### src/flash_dump_pkg.sv
// -------------------------------------
// widths, spi command, timing constants
// and line layout of the flash dump
// -------------------------------------
package flash_dump_pkg;

// ---------------------------------------
// widths
// ---------------------------------------
localparam int DATA_BITS = 8;
localparam int ADDR_BITS = 24;
localparam int CMD_BITS = 8;

// ---------------------------------------
// spi flash
// ---------------------------------------
// plain read, no dummy cycles
localparam logic [CMD_BITS-1:0] READ_CMD = 8'h03;

// clk27 cycles per half period of flash_clk
localparam int SPI_HALF_CYCLES = 1;

// command and address go out, one byte comes back
localparam int SPI_OUT_BITS = CMD_BITS + ADDR_BITS;
localparam int SPI_EDGES = 2 * (SPI_OUT_BITS + DATA_BITS);
localparam int SPI_DATA_EDGE = 2 * SPI_OUT_BITS;

// ---------------------------------------
// uart, 27 MHz / 115200
// ---------------------------------------
localparam int CLKS_PER_BIT = 234;
// start + data + stop
localparam int UART_FRAME_BITS = DATA_BITS + 2;

// ---------------------------------------
// line layout
// ---------------------------------------
localparam int ADDR_GROUPS = 3;
localparam int LINE_CHARS = 45;
localparam logic [15:0] LINE_GAP_CYCLES = 16'd1000;

endpackage

### src/spi_flash_reader.sv
`timescale 1ns/1ps
// -------------------------------------
// spi mode 0 reader, one byte per read
// -------------------------------------
module spi_flash_reader (
	input  logic clk27,
	input  logic rst,
	input  logic read_start,
	input  logic [flash_dump_pkg::ADDR_BITS-1:0] read_addr,
	output logic read_done,
	output logic [flash_dump_pkg::DATA_BITS-1:0] read_data,
	output logic flash_clk,
	output logic flash_sel,
	output logic flash_out,
	input  logic flash_in
);

typedef enum logic [1:0] {
	st_idle,
	st_shift,
	st_finish
} state_t;

typedef logic [$clog2(flash_dump_pkg::SPI_HALF_CYCLES + 1)-1:0] half_t;
typedef logic [$clog2(flash_dump_pkg::SPI_EDGES)-1:0] edge_t;

state_t state;
half_t half_cnt;
// counts flash_clk edges, rising ones are even
edge_t edge_cnt;
logic [flash_dump_pkg::SPI_OUT_BITS-1:0] tx_sr;
logic [flash_dump_pkg::DATA_BITS-1:0] rx_sr;

logic half_end;
logic rise;
logic fall;

assign half_end = (state == st_shift) &&
	(half_cnt == half_t'(flash_dump_pkg::SPI_HALF_CYCLES - 1));
assign rise = half_end && !flash_clk;
assign fall = half_end && flash_clk;

// msb first, the next bit shows up on every falling edge
assign flash_out = tx_sr[flash_dump_pkg::SPI_OUT_BITS-1];
assign read_data = rx_sr;

// ---------------------------------------
// bus sequencing
// ---------------------------------------
always_ff @(posedge clk27 or posedge rst) begin
	if (rst) begin
		state <= st_idle;
		half_cnt <= '0;
		edge_cnt <= '0;
		tx_sr <= '0;
		flash_clk <= 1'b0;
		flash_sel <= 1'b1;
		read_done <= 1'b0;
	end else begin
		read_done <= 1'b0;
		case (state)
			st_idle: begin
				if (read_start) begin
					// first bit is valid before the first rising edge
					tx_sr <= {flash_dump_pkg::READ_CMD, read_addr};
					half_cnt <= '0;
					edge_cnt <= '0;
					flash_sel <= 1'b0;
					state <= st_shift;
				end
			end
			st_shift: begin
				if (half_end) begin
					half_cnt <= '0;
					flash_clk <= ~flash_clk;
					edge_cnt <= edge_cnt + 1'b1;
				end else begin
					half_cnt <= half_cnt + 1'b1;
				end
				if (fall) begin
					tx_sr <= {tx_sr[flash_dump_pkg::SPI_OUT_BITS-2:0], 1'b0};
					if (edge_cnt == edge_t'(flash_dump_pkg::SPI_EDGES - 1))
						state <= st_finish;
				end
			end
			st_finish: begin
				flash_sel <= 1'b1;
				read_done <= 1'b1;
				state <= st_idle;
			end
			default: state <= st_idle;
		endcase
	end
end

// data byte comes in after command and address
always_ff @(posedge clk27) begin
	if (rise && edge_cnt >= edge_t'(flash_dump_pkg::SPI_DATA_EDGE))
		rx_sr <= {rx_sr[flash_dump_pkg::DATA_BITS-2:0], flash_in};
end

// flash must be deselected and its clock parked between reads
assert property (@(posedge clk27) disable iff (rst)
	(state == st_idle) |-> (flash_sel && !flash_clk))
	else $error("flash selected or clocked while reader idle");

endmodule

### src/dump_line_formatter.sv
`timescale 1ns/1ps
// -------------------------------------
// read sequencing and text line output
// -------------------------------------
module dump_line_formatter (
	input  logic clk27,
	input  logic rst,
	output logic read_start,
	output logic [flash_dump_pkg::ADDR_BITS-1:0] read_addr,
	input  logic read_done,
	input  logic [flash_dump_pkg::DATA_BITS-1:0] read_data,
	output logic char_valid,
	output logic [flash_dump_pkg::DATA_BITS-1:0] char_data,
	input  logic char_ready
);

typedef enum logic [3:0] {
	st_gap,
	st_read,
	st_addr_bit,
	st_under,
	st_colon,
	st_sp_addr,
	st_data,
	st_sp_bin,
	st_data_bit,
	st_sp_hex,
	st_zero,
	st_x,
	st_hex_hi,
	st_hex_lo,
	st_cr,
	st_lf
} state_t;

typedef logic [$clog2(flash_dump_pkg::DATA_BITS)-1:0] bit_t;
typedef logic [$clog2(flash_dump_pkg::ADDR_GROUPS)-1:0] grp_t;

state_t state;
logic [15:0] gap_cnt;
bit_t bit_cnt;
grp_t grp;
int addr_idx;
logic accept;

// nibble to upper case ascii
function automatic logic [7:0] hex_char(input logic [3:0] nib);
	if (nib < 4'd10)
		return 8'h30 + {4'h0, nib};
	return 8'h37 + {4'h0, nib};
endfunction

// address is printed msb first, group by group
assign addr_idx = flash_dump_pkg::ADDR_BITS - 1 -
	(int'(grp) * flash_dump_pkg::DATA_BITS + int'(bit_cnt));

assign char_valid = (state != st_gap) && (state != st_read);
assign accept = char_valid && char_ready;

// ---------------------------------------
// sequencing
// ---------------------------------------
always_ff @(posedge clk27 or posedge rst) begin
	if (rst) begin
		state <= st_gap;
		gap_cnt <= '0;
		bit_cnt <= '0;
		grp <= '0;
		read_start <= 1'b0;
		read_addr <= '0;
	end else begin
		read_start <= 1'b0;
		case (state)
			st_gap: begin
				if (gap_cnt == flash_dump_pkg::LINE_GAP_CYCLES - 16'd1) begin
					gap_cnt <= '0;
					read_start <= 1'b1;
					state <= st_read;
				end else begin
					gap_cnt <= gap_cnt + 1'b1;
				end
			end
			st_read: if (read_done) state <= st_addr_bit;
			st_addr_bit: begin
				if (accept) begin
					if (bit_cnt == bit_t'(flash_dump_pkg::DATA_BITS - 1)) begin
						bit_cnt <= '0;
						if (grp == grp_t'(flash_dump_pkg::ADDR_GROUPS - 1)) begin
							grp <= '0;
							state <= st_colon;
						end else begin
							grp <= grp + 1'b1;
							state <= st_under;
						end
					end else begin
						bit_cnt <= bit_cnt + 1'b1;
					end
				end
			end
			st_under: if (accept) state <= st_addr_bit;
			st_colon: if (accept) state <= st_sp_addr;
			st_sp_addr: if (accept) state <= st_data;
			st_data: if (accept) state <= st_sp_bin;
			st_sp_bin: if (accept) state <= st_data_bit;
			st_data_bit: begin
				if (accept) begin
					if (bit_cnt == bit_t'(flash_dump_pkg::DATA_BITS - 1)) begin
						bit_cnt <= '0;
						state <= st_sp_hex;
					end else begin
						bit_cnt <= bit_cnt + 1'b1;
					end
				end
			end
			st_sp_hex: if (accept) state <= st_zero;
			st_zero: if (accept) state <= st_x;
			st_x: if (accept) state <= st_hex_hi;
			st_hex_hi: if (accept) state <= st_hex_lo;
			st_hex_lo: if (accept) state <= st_cr;
			st_cr: if (accept) state <= st_lf;
			st_lf: begin
				// line done, wraps at the top of the flash
				if (accept) begin
					read_addr <= read_addr + 1'b1;
					state <= st_gap;
				end
			end
			default: state <= st_gap;
		endcase
	end
end

// ---------------------------------------
// character to print
// ---------------------------------------
always_comb begin
	case (state)
		st_addr_bit: char_data = read_addr[addr_idx] ? "1" : "0";
		st_under: char_data = "_";
		st_colon: char_data = ":";
		st_data: char_data = read_data;
		st_data_bit: begin
			char_data = read_data[flash_dump_pkg::DATA_BITS - 1 - int'(bit_cnt)] ? "1" : "0";
		end
		st_sp_addr, st_sp_bin, st_sp_hex: char_data = " ";
		st_zero: char_data = "0";
		st_x: char_data = "x";
		st_hex_hi: char_data = hex_char(read_data[7:4]);
		st_hex_lo: char_data = hex_char(read_data[3:0]);
		st_cr: char_data = 8'h0d;
		st_lf: char_data = 8'h0a;
		default: char_data = '0;
	endcase
end

// an offered character holds until the transmitter takes it
assert property (@(posedge clk27) disable iff (rst)
	(char_valid && !char_ready) |=> (char_valid && $stable(char_data)))
	else $error("character changed before it was accepted");

endmodule

### src/uart_tx.sv
`timescale 1ns/1ps
// -------------------------------------
// 8N1 uart transmitter
// -------------------------------------
module uart_tx #(
	parameter int clks_per_bit = 234
) (
	input  logic clk27,
	input  logic rst,
	input  logic char_valid,
	input  logic [flash_dump_pkg::DATA_BITS-1:0] char_data,
	output logic char_ready,
	output logic serial_tx
);

typedef logic [$clog2(clks_per_bit + 1)-1:0] baud_t;
typedef logic [$clog2(flash_dump_pkg::UART_FRAME_BITS)-1:0] frame_cnt_t;

logic busy;
baud_t baud_cnt;
frame_cnt_t bit_cnt;
// start bit at bit 0 and stop bit at the top
logic [flash_dump_pkg::UART_FRAME_BITS-1:0] frame;

assign char_ready = ~busy;
assign serial_tx = frame[0];

always_ff @(posedge clk27 or posedge rst) begin
	if (rst) begin
		busy <= 1'b0;
		baud_cnt <= '0;
		bit_cnt <= '0;
		// line idles high
		frame <= '1;
	end else if (!busy) begin
		if (char_valid) begin
			frame <= {1'b1, char_data, 1'b0};
			baud_cnt <= '0;
			bit_cnt <= '0;
			busy <= 1'b1;
		end
	end else if (baud_cnt == baud_t'(clks_per_bit - 1)) begin
		// bit period over
		baud_cnt <= '0;
		frame <= {1'b1, frame[flash_dump_pkg::UART_FRAME_BITS-1:1]};
		if (bit_cnt == frame_cnt_t'(flash_dump_pkg::UART_FRAME_BITS - 1))
			busy <= 1'b0;
		else
			bit_cnt <= bit_cnt + 1'b1;
	end else begin
		baud_cnt <= baud_cnt + 1'b1;
	end
end

// a low line means a frame is still going out
assert property (@(posedge clk27) disable iff (rst)
	!serial_tx |-> !char_ready)
	else $error("ready raised while a frame is on the line");

endmodule

### src/flash_dump_top.sv
`timescale 1ns/1ps
// -------------------------------------
// flash reader, line formatter and uart
// -------------------------------------
module flash_dump_top (
	input  logic clk27,
	input  logic rst,
	output logic serial_tx,
	output logic flash_clk,
	output logic flash_sel,
	output logic flash_out,
	input  logic flash_in
);

// ---------------------------------------
// reader to formatter
// ---------------------------------------
logic read_start;
logic [flash_dump_pkg::ADDR_BITS-1:0] read_addr;
logic read_done;
logic [flash_dump_pkg::DATA_BITS-1:0] read_data;

// ---------------------------------------
// formatter to uart
// ---------------------------------------
logic char_valid;
logic char_ready;
logic [flash_dump_pkg::DATA_BITS-1:0] char_data;

spi_flash_reader u_reader (
	.clk27      (clk27),
	.rst        (rst),
	.read_start (read_start),
	.read_addr  (read_addr),
	.read_done  (read_done),
	.read_data  (read_data),
	.flash_clk  (flash_clk),
	.flash_sel  (flash_sel),
	.flash_out  (flash_out),
	.flash_in   (flash_in)
);

dump_line_formatter u_formatter (
	.clk27      (clk27),
	.rst        (rst),
	.read_start (read_start),
	.read_addr  (read_addr),
	.read_done  (read_done),
	.read_data  (read_data),
	.char_valid (char_valid),
	.char_data  (char_data),
	.char_ready (char_ready)
);

uart_tx #(
	.clks_per_bit (flash_dump_pkg::CLKS_PER_BIT)
) u_uart (
	.clk27      (clk27),
	.rst        (rst),
	.char_valid (char_valid),
	.char_data  (char_data),
	.char_ready (char_ready),
	.serial_tx  (serial_tx)
);

endmodule

### config.mk
export PLATFORM = sky130hd
export DESIGN_NAME = flash_dump_top
export DESIGN_NICKNAME = d
export VERILOG_FILES = /design/src/flash_dump_pkg.sv /design/src/spi_flash_reader.sv /design/src/dump_line_formatter.sv /design/src/uart_tx.sv /design/src/flash_dump_top.sv
export SDC_FILE = /design/constraint.sdc
export NUM_CORES = 1
export LEC_CHECK = 0
export ABC_AREA = 1
export BUFFER_PORTS_ARGS = -buffer_cell sky130_fd_sc_hd__buf_2
export CELL_PAD_IN_SITES_DETAIL_PLACEMENT = 0
export CELL_PAD_IN_SITES_GLOBAL_PLACEMENT = 1
export CORE_MARGIN = 2
export CORE_UTILIZATION = 50
export CTS_CLUSTER_SIZE = 24
export DETAILED_ROUTE_END_ITERATION = 8
export GPL_ROUTABILITY_DRIVEN = 0
export PLACE_DENSITY_LB_ADDON = 0.25
export SLEW_MARGIN = 20
export SYNTH_ARGS = -nofsm -noshare
export SYNTH_HDL_FRONTEND = slang
export SYNTH_SLANG_ARGS = --single-unit
### constraint.sdc
create_clock -name clk27 -period 6.1 [get_ports clk27]
set_input_delay 0.305 -clock clk27 [delete_from_list [all_inputs] [get_ports clk27]]
set_output_delay 0.305 -clock clk27 [all_outputs]
set_load 0.005 [all_outputs]
==> summary.txt <==
Global route
  • Maximum number of pins on one net before global-route repair: between 60 and 70
  • Initial antenna violation count: 0
  • Global-route usage over all layers: 0.216
  • First-pass GRT wire length: 24.5 mm
  • Met1 track utilization from global routing: 0.293
  • Peak-usage layer in the global routing report: met2
  • Total overflow reported by the global router: 0
  • Met2 routing resource usage after global routing: 0.332
  • Met3 usage in global routing: 0.0512
  • Number of global-route vias before repair: ~5100

Clocking
  • CTS sink cnt: between 100 and 150
  • Post-CTS resize count: 0
  • Hold buffers post-CTS: 0
  • Num CTS Buffers: 17
  • Cell at the root of the clock tree: clkbuf_16
  • Clock latency on the worst-skew pair: between 400 and 500 ps
  • Maximum clock insertion buffer count: 2
  • Clock tree from TritonCTS: yes
  • H-Tree Level Count: 4
  • Clock slew at reported path FFs: ~50 ps
  • Post CTS Setup Buffer Count: 0

Worst setup path
  • Number of cells on the worst reg-to-reg path: 9
  • Worst Setup End Kind: register
  • Crit start category: register
  • Worst setup path endpoint: u_reader.tx_sr[21]
  • Worst reg-to-reg setup slack: 3870 ps
  • Crit path arrival time: ~2600 ps
  • Critical setup path kind: reg -> reg
  • Worst r2r src: u_reader.state[1]
  • CP required: 6430 ps
  • Worst-path cell chain: inv_1, nand2_1, nor2_1, nand2_1, inv_1, nor2_1, inv_2, o211ai_1, o21ai_0
  • Worst Path Max Fanout: 52
  • First element of the critical path: u_reader.state[1]
  • Standard cell with the maximum stage delay on the critical path: inv_2
  • Reg-to-reg critical path endpoint: u_reader.tx_sr[21]
  • Maximum single-stage delay on the critical path: between 500 and 600 ps

Synthesis
  • Flip-flop cell with the highest count after synthesis: dfrtp_1
  • Number of instances in the synthesized netlist: 808
  • Number of synthesized flops with an enable pin: 8
  • Largest family of logic cells by synthesized area: simple AND/OR/NAND/NOR gates
  • Post-synth design cell area: 6650 µm²
  • Post-Synth XOR/XNOR Area: 0.0435
  • Count of state elements after synthesis: between 100 and 150
  • Post-synthesis mux area share: 0.00151
  • Number of distinct standard cells referenced by the synthesized netlist: 43
  • Number of warnings reported in the yosys synthesis log: 0
  • Post-synthesis simple-gate area fraction: 0.232
  • Post-synthesis sequential area ratio: 0.479
  • Synth Area in Adders: 0.0282
  • Per-instance average area after synthesis: between 8 and 9 µm²
  • Synthesized Nets: between 800 and 900
  • Share of flip-flops with an asynchronous set or reset: 0.936
  • Compound-Gate Fraction of Synth Area: 0.129

Timing
  • Worst max-slew margin expressed relative to the limit: 0.488
  • Unrepaired setup endpoints after global routing: false
  • Clock skew: approximately 9 ps
  • Time the worst path needs with I/O delays and setup: about 2200 ps
  • Slew of the pin with the lowest slew margin: about 770 ps
  • Setup violators final: 0
  • Hold Fails Final Rpt: 0
  • Fin Setup TNS: 0 ps
  • Final count of pins violating max slew: 0
  • Upper clock frequency limit: 448 MHz
  • Part of the cycle the worst path needs: 0.366

Power and ir drop
  • Share of total power consumed by net switching: 0.205
  • PnR Total Power: roughly 0.0018 W
  • Internal power: 0.00143 W
  • Clk network pwr share: 0.527
  • Static Leak: around 3.5 nW
  • VDD IR max: between 0.0002 and 0.00025 V
  • Power per cell area: 244 nW/µm²
  • Part of the total power dissipated in sequential elements: 0.464
  • Net load switching power: roughly 0.00037 W
  • Logic pwr share: 0.009

Detailed routing
  • Final wirelength: 14.1 mm
  • Detail-routed via count per cell: roughly 5.3
  • Per-cell routed wire length: 14.0 µm
  • Drt initial violations: 411
  • Number of design rule violations left after detail routing: 0
  • DR vias: approximately 5400
  • Detailed-routing iteration count for the pre-antenna-repair pass: 5
  • Antenna-violating nets left: 0

Run
  • Max-cap violations: 0

Final layout
  • Layout overhead on the synthesized area: 11.4%
  • Filler cell count: between 1000 and 1500
  • Fraction of layout instances using a drive strength above 1: 0.0927
  • Total inserted antenna cells: 0
  • Number of nets in the layout: 838

Worst hold path
  • Type of the tightest min-delay check: in -> async

Placement
  • Buffers added on ports: 6
  • HPWL Detailed: 9.84 mm

Die
  • Number of cell rows: between 40 and 50
  • Die Width: between 100 and 150 µm
  • I/O pin count: 7
  • Area of the core: about 13000 µm²
  • Die Footprint: 14200 µm²
  • Floorplan die height: 119 µm
  • Starting utilization of the core area: 0.508

Outcome
  • Outcome: completed
## per-layer routing
metal	vias up	routed length, µm	part of all wire
met5	-	0	0
met4	0	284	0.020
met3	27	498	0.035
met2	102	6430	0.45
met1	2556	6920	0.49
li1	2686	-	-
## how the worst min path moves through the flow
stage                                 start                     end  slack (ps)  cells after the start
final                                   rst  u_formatter.gap_cnt[8]           9                      2
after global routing               flash_in   u_reader.read_data[0]          50                      1
after CTS                               rst    u_reader.edge_cnt[5]          30                      2
after detailed placement  u_reader.state[0]      u_reader.flash_sel         450                      1
after global placement    u_reader.state[0]      u_reader.flash_sel         450                      1
after floorplan                    flash_in   u_reader.read_data[0]         400                      0
## kinds of logic after synthesis
kind of cell | count (synthesis)
flops | 125
compound gates | 148
buf+inv | 149
mux | 1
simple gates | 337
fa+ha+maj | 15
xor+xnor | 33
## state kept, by name, indices dropped and copies added, names as in the netlist, 2 cells and up
register,count
u_uart.baud_cnt,8
u_reader.edge_cnt,7
u_uart.frame,9
u_reader.read_data,8
u_reader.state,2
u_formatter.read_addr,24
u_uart.bit_cnt,4
u_formatter.grp,2
u_formatter.bit_cnt,3
u_formatter.gap_cnt,16
u_reader.tx_sr,32
u_formatter.state,4
## placed cells by master, fill, tap and decap left out, types with 5 or more instances in the layout
cell type  netlist  final
nand4_1         13     13
xor2_1          28     28
nand3_1         52     52
clkbuf_16        0     18
nor4_1           6      6
dfstp_2         10     10
dfrtp_1        107    107
inv_1          125    124
nand2_1        156    156
o21ai_0         60     60
clkinv_2         1      6
buf_2            6      6
o211ai_1        26     26
edfxtp_1         8      8
xnor2_1          5      5
nor2_1          64     64
nor3_1          23     23
a21oi_1         37     37
ha_1            15     15
o22ai_1         10     10
## worst max-delay path: cells and delay by family, from the launching register on
| family | cells | cell delay (ps) |
|---|---|---|
| buffers and inverters | 3 | 780 |
| and+or+nand+nor | 4 | 690 |
| DFF | 1 | 370 |
| AOI/OAI and AO/OA | 2 | 310 |
## power groups by stage
stage | clock network [W] | logic [W] | registers, W
floorplan | 0 | 0.0000112 | 0.000851
finish | 0.000952 | 0.0000160 | 0.000837
global route | 0.00101 | 0.0000197 | 0.000836
global placement | 0 | 0.0000170 | 0.000851
CTS | 0.000975 | 0.0000175 | 0.000837
detailed placement | 0 | 0.0000175 | 0.000851
## area by class of cell
| cell class | instances | area, µm² | area share |
|---|---|---|---|
| multi-input combinational | 534 | 2880 | 0.389 |
| timing repair buffer | 9 | 52.6 | 0.00710 |
| clock buffer | 23 | 489 | 0.0661 |
| clock inverter | 7 | 62.6 | 0.00845 |
| sequential | 125 | 3180 | 0.430 |
| tap | 176 | 220 | 0.0297 |
| inverter | 133 | 515 | 0.0696 |
## synthesized netlist by cell type, types with 13 or more instances
| master | count | area [µm²] |
|---|---|---|
| nor3_1 | 23 | 115 |
| nand3_1 | 52 | 260 |
| o211ai_1 | 26 | 195 |
| a21oi_1 | 37 | 185 |
| nor2_1 | 64 | 240 |
| nand4_1 | 13 | 81.3 |
| nand2_1 | 156 | 586 |
| inv_1 | 125 | 469 |
| dfrtp_1 | 107 | 2680 |
| xor2_1 | 28 | 245 |
| ha_1 | 15 | 188 |
| o21ai_0 | 60 | 300 |
## stage by stage
step	cells	setup slack, ps	instance area, µm²	util	hold slack [ps]
CTS	1007	3850	7400	0.566	32.4
floorplan	808	2710	6650	-	404
global route	1007	3550	7400	0.566	47.8
detailed placement	977	3870	6850	0.524	449
finish	1007	3870	7400	0.566	8.61
global placement	977	3970	6850	0.524	450
Note: power is estimated with default switching activity, not from simulation.
